==> src/common/psrPkg.sv <==
`default_nettype none

package psrPkg;

  // Status word layout {N,Z,C,V, I, F, T, mode[4:0]}
  localparam int psrWidth = 12;
  localparam int flagsLsb = 8;   // NZCV at [11:8]
  localparam int iBit = 7;
  localparam int fBit = 6;
  localparam int tBit = 5;
  localparam int modeMsb = 4;    // Mode field is [4:0]

  localparam int bankCount = 5;  // svc abt und irq fiq

  // Processor modes
  localparam logic [modeMsb:0] modeUsr = 5'b10000;
  localparam logic [modeMsb:0] modeFiq = 5'b10001;
  localparam logic [modeMsb:0] modeIrq = 5'b10010;
  localparam logic [modeMsb:0] modeSvc = 5'b10011;
  localparam logic [modeMsb:0] modeAbt = 5'b10111;
  localparam logic [modeMsb:0] modeUnd = 5'b11011;
  localparam logic [modeMsb:0] modeSys = 5'b11111;

  // Offsets into the exception table
  localparam logic [psrWidth-1:0] vecUndef = 12'h004;
  localparam logic [psrWidth-1:0] vecSwi = 12'h008;
  localparam logic [psrWidth-1:0] vecPrefetch = 12'h00C;
  localparam logic [psrWidth-1:0] vecData = 12'h010;
  localparam logic [psrWidth-1:0] vecIrq = 12'h018;
  localparam logic [psrWidth-1:0] vecFiq = 12'h01C;

  // Flags clear, both interrupts masked, ARM state, supervisor
  localparam logic [psrWidth-1:0] resetPsr = {4'b0000, 1'b1, 1'b1, 1'b0, modeSvc};

  typedef enum logic [3:0] {
    condEq, condNe, condCs, condCc, condMi, condPl, condVs, condVc,
    condHi, condLs, condGe, condLt, condGt, condLe, condAl, condNv
  } condCode;

  // Slot of a mode in the banked registers
  // banked is low for usr, sys and unknown codes
  function automatic logic [2:0] bankIndex(input logic [modeMsb:0] mode,
                                           output logic banked);
    logic [2:0] slot;
    slot = 3'd0;
    banked = 1'b1;
    case (mode)
      modeSvc: slot = 3'd0;
      modeAbt: slot = 3'd1;
      modeUnd: slot = 3'd2;
      modeIrq: slot = 3'd3;
      modeFiq: slot = 3'd4;
      default: banked = 1'b0;  // usr, sys, garbage
    endcase
    return slot;
  endfunction

endpackage

`default_nettype wire

==> src/hw/exceptionPriority.sv <==
`timescale 1ns/1ns
`default_nettype none

module exceptionPriority #(
  parameter int addrWidth = 32,
  parameter logic [addrWidth-1:0] vectorBase = '0
) (
  input  logic [psrPkg::psrWidth-1:0] cpsr,
  input  logic                        undefinedInstr,
  input  logic                        softwareInterrupt,
  input  logic                        prefetchAbort,
  input  logic                        dataAbort,
  input  logic                        irq,
  input  logic                        fiq,
  output logic                        take,
  output logic [psrPkg::modeMsb:0]    takeMode,
  output logic                        setFiqMask,
  output logic [addrWidth-1:0]        vectorAddr
);

  logic [psrPkg::modeMsb:0] curMode;
  logic dataOk;
  logic fiqOk;
  logic irqOk;
  logic prefetchOk;
  logic undefOk;
  logic swiOk;
  logic [psrPkg::psrWidth-1:0] offset;  // Table offset of the winner

  assign curMode = cpsr[psrPkg::modeMsb:0];

  // A line whose target mode is already current is ignored
  assign dataOk = dataAbort & (curMode != psrPkg::modeAbt);
  assign fiqOk = fiq & ~cpsr[psrPkg::fBit] & (curMode != psrPkg::modeFiq);  // F masks
  assign irqOk = irq & ~cpsr[psrPkg::iBit] & (curMode != psrPkg::modeIrq);  // I masks
  assign prefetchOk = prefetchAbort & (curMode != psrPkg::modeAbt);
  assign undefOk = undefinedInstr & (curMode != psrPkg::modeUnd);
  assign swiOk = softwareInterrupt & (curMode != psrPkg::modeSvc);

  // Fixed priority from data abort down to SWI
  always_comb begin
    take = 1'b1;
    takeMode = curMode;
    setFiqMask = 1'b0;
    offset = '0;
    if (dataOk) begin
      takeMode = psrPkg::modeAbt;
      offset = psrPkg::vecData;
    end else if (fiqOk) begin
      takeMode = psrPkg::modeFiq;
      setFiqMask = 1'b1;  // Only FIQ masks further FIQs
      offset = psrPkg::vecFiq;
    end else if (irqOk) begin
      takeMode = psrPkg::modeIrq;
      offset = psrPkg::vecIrq;
    end else if (prefetchOk) begin
      takeMode = psrPkg::modeAbt;  // Shares abort mode with data abort
      offset = psrPkg::vecPrefetch;
    end else if (undefOk) begin
      takeMode = psrPkg::modeUnd;
      offset = psrPkg::vecUndef;
    end else if (swiOk) begin
      takeMode = psrPkg::modeSvc;
      offset = psrPkg::vecSwi;
    end else begin
      take = 1'b0;  // Nothing pending
    end
  end

  // Zero when idle so the fetch side sees no stray target
  assign vectorAddr = take ? vectorBase + addrWidth'(offset) : '0;

endmodule

`default_nettype wire

==> src/psr/statusRegister.sv <==
`timescale 1ns/1ns
`default_nettype none

module statusRegister (
  input  logic                                          clk,
  input  logic                                          reset,
  input  logic                                          take,
  input  logic [psrPkg::modeMsb:0]                      takeMode,
  input  logic                                          setFiqMask,
  input  logic                                          exceptionReturn,
  input  logic [psrPkg::psrWidth-1:0]                   spsr,
  input  logic                                          flagsWrite,
  input  logic [psrPkg::psrWidth-psrPkg::flagsLsb-1:0]  flagsNext,
  output logic [psrPkg::psrWidth-1:0]                   cpsr
);

  logic [psrPkg::modeMsb:0] curMode;
  logic returnOk;                          // Current mode has its own SPSR
  logic [psrPkg::psrWidth-1:0] entryPsr;   // Status word on exception entry
  logic [psrPkg::psrWidth-1:0] flagsPsr;   // Status word after a flag update
  logic [psrPkg::psrWidth-1:0] nextCpsr;

  assign curMode = cpsr[psrPkg::modeMsb:0];

  // Only the banked flag matters here
  always_comb begin
    void'(psrPkg::bankIndex(curMode, returnOk));
  end

  // Entry keeps NZCV, forces ARM state and masks IRQ
  always_comb begin
    entryPsr = cpsr;
    entryPsr[psrPkg::modeMsb:0] = takeMode;
    entryPsr[psrPkg::tBit] = 1'b0;  // Back to ARM state
    entryPsr[psrPkg::iBit] = 1'b1;
    entryPsr[psrPkg::fBit] = cpsr[psrPkg::fBit] | setFiqMask;  // F kept unless FIQ
  end

  // Flag writes touch NZCV only
  always_comb begin
    flagsPsr = cpsr;
    flagsPsr[psrPkg::psrWidth-1:psrPkg::flagsLsb] = flagsNext;
  end

  // Entry beats return beats flag write
  always_comb begin
    if (take) begin
      nextCpsr = entryPsr;
    end else if (exceptionReturn && returnOk) begin
      nextCpsr = spsr;  // Restore the interrupted context
    end else if (flagsWrite) begin
      nextCpsr = flagsPsr;
    end else begin
      nextCpsr = cpsr;  // Hold
    end
  end

  always_ff @(posedge clk or posedge reset) begin
    if (reset) begin
      cpsr <= psrPkg::resetPsr;  // Supervisor with I and F set
    end else begin
      cpsr <= nextCpsr;
    end
  end

endmodule

`default_nettype wire

==> src/psr/spsrBank.sv <==
`timescale 1ns/1ns
`default_nettype none

module spsrBank (
  input  logic                        clk,
  input  logic                        reset,
  input  logic                        take,
  input  logic [psrPkg::modeMsb:0]    takeMode,
  input  logic [psrPkg::psrWidth-1:0] cpsr,
  output logic [psrPkg::psrWidth-1:0] spsr
);

  logic [psrPkg::psrWidth-1:0] spsrReg [psrPkg::bankCount];
  logic [2:0] takeSlot;
  logic takeBanked;
  logic [2:0] curSlot;
  logic curBanked;

  always_comb begin
    takeSlot = psrPkg::bankIndex(takeMode, takeBanked);  // Write side
    curSlot = psrPkg::bankIndex(cpsr[psrPkg::modeMsb:0], curBanked);  // Read side
  end

  // Save the pre-entry status in the target mode's slot
  always_ff @(posedge clk or posedge reset) begin
    if (reset) begin
      for (int i = 0; i < psrPkg::bankCount; i++) begin
        spsrReg[i] <= '0;
      end
    end else if (take && takeBanked) begin
      spsrReg[takeSlot] <= cpsr;  // Old cpsr, before the mode switch
    end
  end

  // usr and sys have no SPSR, so they see cpsr itself
  always_comb begin
    if (curBanked) begin
      spsr = spsrReg[curSlot];
    end else begin
      spsr = cpsr;
    end
  end

endmodule

`default_nettype wire

==> src/hw/linkBank.sv <==
`timescale 1ns/1ns
`default_nettype none

module linkBank #(
  parameter int addrWidth = 32
) (
  input  logic                        clk,
  input  logic                        reset,
  input  logic                        take,
  input  logic [psrPkg::modeMsb:0]    takeMode,
  input  logic [addrWidth-1:0]        returnAddress,
  input  logic [psrPkg::psrWidth-1:0] cpsr,
  output logic [addrWidth-1:0]        returnPc
);

  // One r14 per exception mode
  logic [addrWidth-1:0] lrReg [psrPkg::bankCount];
  logic [2:0] takeSlot;
  logic takeBanked;
  logic [2:0] curSlot;
  logic curBanked;

  always_comb begin
    takeSlot = psrPkg::bankIndex(takeMode, takeBanked);
    curSlot = psrPkg::bankIndex(cpsr[psrPkg::modeMsb:0], curBanked);
  end

  always_ff @(posedge clk or posedge reset) begin
    if (reset) begin
      for (int i = 0; i < psrPkg::bankCount; i++) begin
        lrReg[i] <= '0;
      end
    end else if (take && takeBanked) begin
      lrReg[takeSlot] <= returnAddress;  // Captured in the entry cycle
    end
  end

  // Unbanked modes have no link to return through
  always_comb begin
    if (curBanked) begin
      returnPc = lrReg[curSlot];
    end else begin
      returnPc = '0;
    end
  end

endmodule

`default_nettype wire

==> src/hw/conditionCheck.sv <==
`timescale 1ns/1ns
`default_nettype none

module conditionCheck (
  input  logic [3:0]                  cond,
  input  logic [psrPkg::psrWidth-1:0] cpsr,
  output logic                        condPass
);

  psrPkg::condCode condSel;
  logic n;
  logic z;
  logic c;
  logic v;

  assign condSel = psrPkg::condCode'(cond);
  assign {n, z, c, v} = cpsr[psrPkg::psrWidth-1:psrPkg::flagsLsb];

  always_comb begin
    case (condSel)
      psrPkg::condEq: condPass = z;
      psrPkg::condNe: condPass = ~z;
      psrPkg::condCs: condPass = c;           // Unsigned higher or same
      psrPkg::condCc: condPass = ~c;          // Unsigned lower
      psrPkg::condMi: condPass = n;
      psrPkg::condPl: condPass = ~n;
      psrPkg::condVs: condPass = v;
      psrPkg::condVc: condPass = ~v;
      psrPkg::condHi: condPass = c & ~z;      // Unsigned higher
      psrPkg::condLs: condPass = ~c | z;
      psrPkg::condGe: condPass = (n == v);    // Signed compares
      psrPkg::condLt: condPass = (n != v);
      psrPkg::condGt: condPass = ~z & (n == v);
      psrPkg::condLe: condPass = z | (n != v);
      // AL and NV both execute
      default: condPass = 1'b1;
    endcase
  end

endmodule

`default_nettype wire

==> src/hw/exceptionControl.sv <==
`timescale 1ns/1ns
`default_nettype none

module exceptionControl #(
  parameter int addrWidth = 32,
  parameter logic [addrWidth-1:0] vectorBase = '0  // 32'hFFFF0000 for high vectors
) (
  input  logic                                          clk,
  input  logic                                          reset,
  input  logic                                          undefinedInstr,
  input  logic                                          softwareInterrupt,
  input  logic                                          prefetchAbort,
  input  logic                                          dataAbort,
  input  logic                                          irq,
  input  logic                                          fiq,
  input  logic                                          flagsWrite,
  input  logic [psrPkg::psrWidth-psrPkg::flagsLsb-1:0]  flagsNext,
  input  logic                                          exceptionReturn,
  input  logic [addrWidth-1:0]                          returnAddress,
  input  logic [3:0]                                    cond,
  output logic [psrPkg::psrWidth-1:0]                   cpsr,
  output logic [psrPkg::psrWidth-1:0]                   spsr,
  output logic                                          exceptionTaken,
  output logic [addrWidth-1:0]                          vectorAddr,
  output logic [addrWidth-1:0]                          returnPc,
  output logic                                          condPass
);

  logic take;                          // Entry this cycle
  logic [psrPkg::modeMsb:0] takeMode;
  logic setFiqMask;

  exceptionPriority #(
    .addrWidth(addrWidth),
    .vectorBase(vectorBase)
  ) exceptionPriority_i (
    .cpsr(cpsr),
    .undefinedInstr(undefinedInstr),
    .softwareInterrupt(softwareInterrupt),
    .prefetchAbort(prefetchAbort),
    .dataAbort(dataAbort),
    .irq(irq),
    .fiq(fiq),
    .take(take),
    .takeMode(takeMode),
    .setFiqMask(setFiqMask),
    .vectorAddr(vectorAddr)
  );

  statusRegister statusRegister_i (
    .clk(clk),
    .reset(reset),
    .take(take),
    .takeMode(takeMode),
    .setFiqMask(setFiqMask),
    .exceptionReturn(exceptionReturn),
    .spsr(spsr),
    .flagsWrite(flagsWrite),
    .flagsNext(flagsNext),
    .cpsr(cpsr)
  );

  spsrBank spsrBank_i (
    .clk(clk),
    .reset(reset),
    .take(take),
    .takeMode(takeMode),
    .cpsr(cpsr),
    .spsr(spsr)
  );

  linkBank #(
    .addrWidth(addrWidth)
  ) linkBank_i (
    .clk(clk),
    .reset(reset),
    .take(take),
    .takeMode(takeMode),
    .returnAddress(returnAddress),
    .cpsr(cpsr),
    .returnPc(returnPc)
  );

  conditionCheck conditionCheck_i (
    .cond(cond),
    .cpsr(cpsr),
    .condPass(condPass)
  );

  assign exceptionTaken = take;

endmodule

`default_nettype wire

==> config.mk <==
export PLATFORM = sky130hd
export DESIGN_NAME = exceptionControl
export DESIGN_NICKNAME = d
export VERILOG_FILES = /design/src/common/psrPkg.sv /design/src/hw/exceptionPriority.sv /design/src/psr/statusRegister.sv /design/src/psr/spsrBank.sv /design/src/hw/linkBank.sv /design/src/hw/conditionCheck.sv /design/src/hw/exceptionControl.sv
export SDC_FILE = /design/constraint.sdc
export NUM_CORES = 1
export LEC_CHECK = 0
export BUFFER_PORTS_ARGS = -buffer_cell sky130_fd_sc_hd__buf_2
export CAP_MARGIN = 10
export CORE_MARGIN = 10
export CORE_UTILIZATION = 45
export CTS_CLUSTER_SIZE = 40
export DETAILED_ROUTE_END_ITERATION = 8
export GPL_ROUTABILITY_DRIVEN = 1
export GPL_TIMING_DRIVEN = 1
export SETUP_SLACK_MARGIN = 0.02
export SYNTH_ARGS = -nofsm -noshare
export SYNTH_HDL_FRONTEND = slang
export SYNTH_SLANG_ARGS = --single-unit
==> constraint.sdc <==
create_clock -name clk -period 11.8 [get_ports clk]
set_input_delay 0.59 -clock clk [delete_from_list [all_inputs] [get_ports clk]]
set_output_delay 0.59 -clock clk [all_outputs]
set_load 0.005 [all_outputs]
* Word level (Yosys, flattened, before mapping)
Index checks and enable logic that the tools add are counted.
Cells by class: reduce and logical (&&, ||, !) cells 9, bitwise gates (word level) 22, $lt $le $gt $ge 3, mux-type cells 43, equality and inequality tests 30
Operator list (count):
- bitwise mux 160 bit | 1
- two-way mux 12 bit | 12
- two-way mux 32 bit | 4
- binary-select mux 32 bit (select 3 bit) | 1
- demux 32 bit (select 3 bit) | 1
- bitwise mux 60 bit | 1
- == test 5 bit (second input constant) | 10
- binary-select mux 12 bit (select 3 bit) | 1
- demux 12 bit (select 3 bit) | 1
- two-way mux 5 bit | 6
- != test 5 bit (second input constant) | 5
- == test 4 bit (second input constant) | 6
- one-hot mux 3 bit (4 select lines) | 2
- == test 4 x 3 -> 1 bit (second input constant) | 4
- one-hot mux 1 bit (14 select lines) | 1
- AND 1 bit | 10
- two-way mux 1 bit | 10
- OR reduction 5 bit | 2
- == test 4 x 2 -> 1 bit (second input constant) | 2
- greater-or-equal comparator 4 bit (second input constant) | 2
- two-way mux 8 bit | 1
- inverter 3 -> 4 bit | 2
- inverter 1 bit | 7
- == test 4 x 1 -> 1 bit (second input constant) | 1
- 9 further kinds | 14
Storage, ports and cells: word-level logic and storage cells 119, bits in registers 232, output and inout bits 90, bits of input ports 50

* Longest topological paths before layout
Gate-level depths: netlist of run 1.
word-level depth 16, mapped depth 11, mapped depth without buffers 8

* By module
Synthesis of run 1 repeated with hierarchy kept, for this count alone.
Unflattened totals: cell total of the unflattened synthesis 1126, area total of the unflattened synthesis 12191.7 um2
Modules (own cells, without submodules):
- linkBank | cells an instance 645, times used 1, area each 7299.5 um2, sequential area each 4003.8 um2
- spsrBank | cells an instance 297, times used 1, area each 3400.8 um2, sequential area each 1501.4 um2
- statusRegister | cells an instance 91, times used 1, area each 805.8 um2, sequential area each 306.5 um2
- exceptionPriority | cells an instance 70, times used 1, area each 520.5 um2, sequential area each 0.0 um2
- conditionCheck | cells an instance 23, times used 1, area each 165.2 um2, sequential area each 0.0 um2

* Worst setup path after synthesis of run 1
Ideal clock, no wire load.
path type register -> output, from reg statusRegister_i.cpsr[1] in the netlist's numbering, to out returnPc[10], stages on the path, launching flop included 9, arrival 2449 ps, data required time 11210 ps, buffers on the path 4, setup slack 8761 ps, path through dfstp_2 buf_2 clkbuf_1 nand2_1 nor3_1 clkbuf_1 clkbuf_1 a211oi_1 a2111oi_0
Between the ends: cells in the longest elaborated chain, start to end 7, elaborated cells between the ends (all ways) 13, those cells by class 5 x eq/ne; 6 x mux; 1 x bitwise; 1 x reduce/logical
Ends and longest elaborated chain:
- start, declared | line statusRegister.sv:14 | output logic [psrPkg::psrWidth-1:0] cpsr
- start signal, assigned | line statusRegister.sv:60 | cpsr <= psrPkg::resetPsr;
- start signal, assigned | line statusRegister.sv:62 | cpsr <= nextCpsr;
- == test 5 bit | line psrPkg.sv:47 | case (mode)
- one-hot mux 3 bit (4 select lines) | line psrPkg.sv:47
- inverter 3 -> 4 bit (not written as such) | line linkBank.sv:41 | returnPc = lrReg[curSlot];
- binary-select mux 32 bit (select 3 bit) | line linkBank.sv:41
- two-way mux 32 bit (not written as such) (2 in series) | line linkBank.sv:41
- two-way mux 32 bit * | line linkBank.sv:40 | if (curBanked) begin
- end, declared | line exceptionControl.sv:25 | output logic [addrWidth-1:0] returnPc,
Mark *: on every way between the ends. The rest lies on a longest branch, timed or not. The select of a mux whose other input is x is not followed.

* Worst setup path after layout of run 1
from reg statusRegister_i.cpsr[3] in the netlist's numbering, to out returnPc[19]
The elaborated chain is that of the path after synthesis.

==> results of run 1 <==
## per-layer routing
layer  wire length [um]  GRT usage, %
met1              14100          24.6
met2              13200          28.2
met3               1720          3.57
met4                662          4.73
met5                  0             0
## worst max-delay path, stage by stage, from the launching register on
cell and delay (ps):
dfrtp_1 710, or2_1 510, nor3_2 300, buf_4 490, o21ai_0 150, nor2_1 120
a211oi_1 50, a2111oi_0 810, buf_2 250
## state kept, by name, indices dropped and copies added, names as in the netlist
| register | cells |
|---|---|
| spsrBank_i.spsrReg | 60 |
| statusRegister_i.cpsr | 12 |
| linkBank_i.lrReg | 160 |
## cells in the mapped netlist (all sizes together), types with 2 or more instances
cell type	number	area [sq um]
a211oi	41	308
and2	3	18.8
o22a	2	17.5
a21boi	2	18.8
o21a	3	22.5
o22ai	18	113
o31ai	6	45.0
buf	56	375
xor2	6	52.6
a21oi	46	230
nand4	2	27.5
or2	3	18.8
o21ai	87	435
and3	7	43.8
a2111oi	31	272
o221ai	2	23.8
dfstp	5	131
o211ai	2	15.0
clkbuf	63	238
inv	5	18.8
a31oi	3	18.8
mux2i	8	80.1
or3	32	200
nand3	3	15.0
nor2b	4	25.0
nor2	53	206
nand2	59	221
dfrtp	227	5680
mux2	213	2400
nor3	6	41.3
nand3b	2	15.0
## report_power, final
part	switching [mW]	total [mW]	leakage, nW	internal [mW]
combinational	1.08	1.98	2.46	0.907
sequential	0.214	1.38	2.74	1.17
clock	0.318	0.820	0.440	0.502
total	1.61	4.19	5.64	2.58
## logic make-up (layout without fill, tap and decap cells)
family	count (synthesis)	count (layout)	share of synthesized area (%)
AO/OA/AOI/OAI	250	250	13.9
buffers and inverters	124	179	5.51
other	1	29	0.0327
multiplexers	222	222	21.8
XOR/XNOR	7	7	0.534
AND/OR/NAND/NOR	179	179	7.64
flip-flops	232	232	50.6
## metrics by stage
stage	worst slack [ps]	cell area [sq um]	total power, mW
floorplan	4860	11600	2.73
CTS	7310	13000	4.24
finish	7250	13000	4.19
global route	7080	13000	4.51
global placement	7860	12100	3.37
detailed placement	7790	12100	3.40
## worst paths after layout
path | startpoint | to | slack (ps) | depth (start not counted)
setup / recovery | statusRegister_i.cpsr[3] | returnPc[19] | 7250 | 8
hold / removal | reset | linkBank_i.lrReg[87] | 140 | 2
setup reg to reg | statusRegister_i.cpsr[3] | linkBank_i.lrReg[92] | 7710 | 8
hold reg to reg | spsrBank_i.spsrReg[11] | spsrBank_i.spsrReg[11] | 480 | 2
max in group asynchronous | reset | linkBank_i.lrReg[107] | 10160 | 3
min in group clk | returnAddress[1] | linkBank_i.lrReg[129] | 340 | 2
## layout make-up
cell class	instances	area share, %
well taps	330	3.17
multi-input cells	687	40.0
inverters	5	0.202
clock buffers	38	6.04
repair buffers	128	5.26
clock inverters	8	0.692
flip-flops and latches	232	44.6
==> flow_summary_export.csv, run 1 <==
group,metric,value,unit
run_status,status,"complete, no violations",
floorplanning,die_area,32300,sq um
critical_path,critical_path_class,"flip-flop to primary output",
place,place.gp.congestion,0.942,
cells_and_area,diodes,0,
timing,max_slew.worst_pin.slew,1130,ps
timing,fmax,220,MHz
timing,clock-skew-final,9.53,ps
synthesis,syn_area_per_cell,11.3,sq um
synthesis,synth_edf_count,0,
global_route,grt_pass1_vias,8496,
cells_and_area,area_growth,13.5,%
cells_and_area,fin_nets,1130,
drt,drtIter0Drc,646,
synthesis,ys.flop_type,"dfrtp_1",
timing,relSlewSlack,24.2,%
cells_and_area,seq_area,5810,sq um
clock_tree,post_cts_buffers,0,
timing,fin_setup_tns,0,ps
synthesis,syn_inst,1015,
synthesis,syn_area,11500,sq um
drt,via_per_inst,5.75,
critical_path,cp_max_fo,47,
global_route,grt_max_degree,88,
clock_tree,cts_hold_buf,0,
drt,totalWireLength,29700,um
floorplanning,rows,58,
floorplanning,initial_core_util,45.7,%
drt,detail_route.wl_per_cell,20.8,um
global_route,antenna_found_initial,0,
power,powerDensity,322,nW/um^2
timing,maxSlewViolCount,0,
clock_tree,clock_sinks,232,
timing,hold_violations,0,
floorplanning,die_h,180,um
clock_tree,clk_path_buf_depth,3,
cells_and_area,post-route-util,51.9,%
cells_and_area,n_fill_cell,2279,
place,dp_hpwl,18000,um
timing,holdWs,137,ps
clock_tree,clk_latency,520,ps
drt,ant_nets,0,
cells_and_area,final_cell_count_no_fill,1428,
cells_and_area,mostFrequentLayoutCell,"dfrtp_1",
clock_tree,cts_buffers,26,
synthesis,yosysUniqueCellTypes,58,
timing,finalCritPeriodShare,38.6,%
clock_tree,clkSlewWorstSetupHoldPaths,60,ps
global_route,grt_overflow,0,
power,peakVddDrop,0.000158,V
timing,final.min_clock_period,4550,ps
global_route,track_usage,17.9,%
floorplanning,core_area,25100,sq um
place,place_inst,1382,
drt,drt_first_pass_iters,5,
drt,drc_errors,0,
place,port_buffers,110,
timing,rsz0062_at_grt,"no",
synthesis,synth-seq-cells,232,
synthesis,yosysWarnings,0,
critical_path,worstPathArrival,3960,ps
synthesis,async_flop_share,100,%
critical_path,crit_required,11210,ps
power,cellLeakagePower,5.64,nW
clock_tree,htree_levels,1,
clock_tree,cts-resized-gates,0,
synthesis,yosysSeqAreaShare,50.6,%
hold_path,hp-class,"input pin to async pin",
floorplanning,pin_count,140,
clock_tree,cts-root-buf,"clkbuf_16",
cells_and_area,layout_common_cells,"dfrtp_1, mux2_2, buf_2, o21ai_0, nand2_1",
critical_path,cp-start-kind,"flip-flop",
critical_path,end_kind,"primary output",
floorplanning,die_w,180,um
clock_tree,cts_tree,"built",
flow_run,drv_cap,0,
cells_and_area,multi_input_area,5210,sq um
timing,setup_violations,0,
cells_and_area,final_layout_size_suffix_gt1_share,35.6,%
global_route,grt_pass1_wl,48000,um
drt,vias,8213,
Power figures use the tool's default switching activity.
==> run 2: changes to the inputs <==
--- a/config.mk
+++ b/config.mk
@@ -13,6 +13,7 @@
 export DETAILED_ROUTE_END_ITERATION = 8
 export GPL_ROUTABILITY_DRIVEN = 1
 export GPL_TIMING_DRIVEN = 1
+export PLACE_DENSITY = 0.67
 export SETUP_SLACK_MARGIN = 0.02
 export SYNTH_ARGS = -nofsm -noshare
 export SYNTH_HDL_FRONTEND = slang
==> constraint.sdc (replaced) <==
create_clock -name clk -period 3.85 [get_ports clk]
set_input_delay 0.1925 -clock clk [delete_from_list [all_inputs] [get_ports clk]]
set_output_delay 0.1925 -clock clk [all_outputs]
set_load 0.005 [all_outputs]
==> flow_summary_export.csv, run 2 (synthesis gave the netlist of run 1 again) <==
group,metric,value,unit
floorplanning,die_h,180,um
timing,relSlewSlack,32.4,%
hold_path,hp-class,"input pin to flip-flop",
timing,setup_violations,0,
drt,drt_first_pass_iters,5,
clock_tree,clk_path_buf_depth,3,
floorplanning,die_area,32300,sq um
clock_tree,htree_levels,1,
power,powerDensity,969,nW/um^2
cells_and_area,fin_nets,1181,
cells_and_area,mostFrequentLayoutCell,"dfrtp_1",
global_route,antenna_found_initial,0,
clock_tree,clock_sinks,232,
timing,rsz0062_at_grt,"no",
power,peakVddDrop,0.000928,V
clock_tree,clkSlewWorstSetupHoldPaths,60,ps
critical_path,worstPathArrival,3440,ps
drt,totalWireLength,30300,um
clock_tree,clk_latency,530,ps
critical_path,cp-start-kind,"flip-flop",
place,dp_hpwl,18300,um
cells_and_area,layout_common_cells,"dfrtp_1, mux2_2, buf_2, o21ai_0, nand2_1",
floorplanning,pin_count,140,
drt,ant_nets,0,
critical_path,critical_path_class,"flip-flop to primary output",
critical_path,cp_max_fo,21,
cells_and_area,largest_reg_flops,160,
timing,max_slew.worst_pin.slew,1010,ps
global_route,grt_overflow,0,
flow_run,drv_cap,0,
cells_and_area,stdcell_area,13600,sq um
floorplanning,rows,58,
critical_path,end_kind,"primary output",
floorplanning,initial_core_util,45.7,%
clock_tree,cts-root-buf,"clkbuf_16",
power,cellLeakagePower,5.86,nW
cells_and_area,n_fill_cell,2193,
timing,maxSlewViolCount,0,
cells_and_area,area_growth,18.2,%
drt,vias,8531,
timing,finalCritPeriodShare,94.4,%
place,place.gp.congestion,0.863,
cells_and_area,regMostFlops,"linkBank_i.lrReg",
drt,drc_errors,0,
floorplanning,core_area,25100,sq um
timing,final.min_clock_period,3630,ps
drt,drtIter0Drc,699,
place,port_buffers,110,
critical_path,crit_required,3660,ps
timing,fmax,275,MHz
power,finalPower,13.2,mW
clock_tree,cts_buffers,26,
floorplanning,die_w,180,um
timing,hold_violations,0,
place,place_area,12400,sq um
drt,via_per_inst,5.77,
clock_tree,cts_tree,"built",
cells_and_area,final_cell_count_no_fill,1479,
global_route,grt_pass1_vias,8878,
cells_and_area,final_layout_size_suffix_gt1_share,35.2,%
run_status,status,"complete, no violations",
cells_and_area,diodes,0,
timing,clock-skew-final,8.23,ps
cells_and_area,largest_registers,"linkBank_i.lrReg: 160 flops, spsrBank_i.spsrReg: 60 flops, statusRegister_i.cpsr: 12 flops",
clock_tree,post_cts_buffers,0,
global_route,track_usage,18.2,%
drt,detail_route.wl_per_cell,20.5,um
timing,fin_setup_tns,0,ps
global_route,grt_pass1_wl,49400,um
place,place_inst,1398,
global_route,grt_max_degree,110,
-- run 2: cell types whose count changed in the layout (fill, tap and decap cells not counted), sizes merged --
cell         before  now
clkinvlp          0    3
inv               5    4
dlygate4sd3       0   35
clkinv            6    4
buf             128  144
-- run 2: repair_timing --
action,in CTS,in global routing
endpoints found under the setup margin,0,1
resized for setup,0,1
hold buffers,35,0
endpoints found under the hold margin,185,0
-- run 2: stage by stage --
step	hold slack (ps)	utilization (%)	worst slack, ps
global placement	288	49.2	803
finish	14.6	54.0	217
CTS	3.47	54.0	80.5
floorplan	324	-	626
global route	61.2	54.0	34.5
detailed placement	281	49.2	756
-- run 2: path summary, 6_finish.rpt --
path	slack, ps	cells past startpoint	endpoint	start
worst min register to register	480	1	linkBank_i.lrReg[141]	linkBank_i.lrReg[141]
worst max-delay path	220	8	spsr[3]	statusRegister_i.cpsr[1]
worst min-delay path	10	3	statusRegister_i.cpsr[9]	flagsNext[1]
worst max register to register	750	8	linkBank_i.lrReg[76]	statusRegister_i.cpsr[1]
max in group asynchronous	2500	4	linkBank_i.lrReg[39]	reset
min in group asynchronous	260	3	linkBank_i.lrReg[26]	reset
-- run 2: report_power, final --
part	switching (mW)	total, mW	internal (mW)
Combinational	3.42	6.46	3.04
Clock	0.989	2.46	1.47
Sequential	0.636	4.23	3.59
Total	5.05	13.2	8.11
-- run 2: routing by layer --
metal	track usage [%]	wire (um)	share of wire, %	vias to the layer above
li1	-	-	-	3888
met1	24.8	13900	46	4364
met2	29.9	14300	47	254
met3	3.37	1710	5.6	25
met4	3.61	397	1.3	0
met5	0	0	0	-
-- run 2: final cells by class --
cell class              instances  area, sq um  share of cell area [%]
inverters                       5         22.5                   0.166
well taps                     330          413                    3.04
clock inverters                 8          106                   0.784
flip-flops and latches        232         5810                    42.8
multi-input cells             687         5210                    38.4
clock buffers                  38          746                    5.50
repair buffers                179         1260                    9.26
-- run 2: critical path, cell delays in order (launching register included) --
cell and delay (ps):
dfstp_2 790, nand4_4 260, o22ai_4 630, buf_4 240
mux2i_1 80, a211oi_1 460, a21oi_1 130, o21ai_0 160
buf_2 140
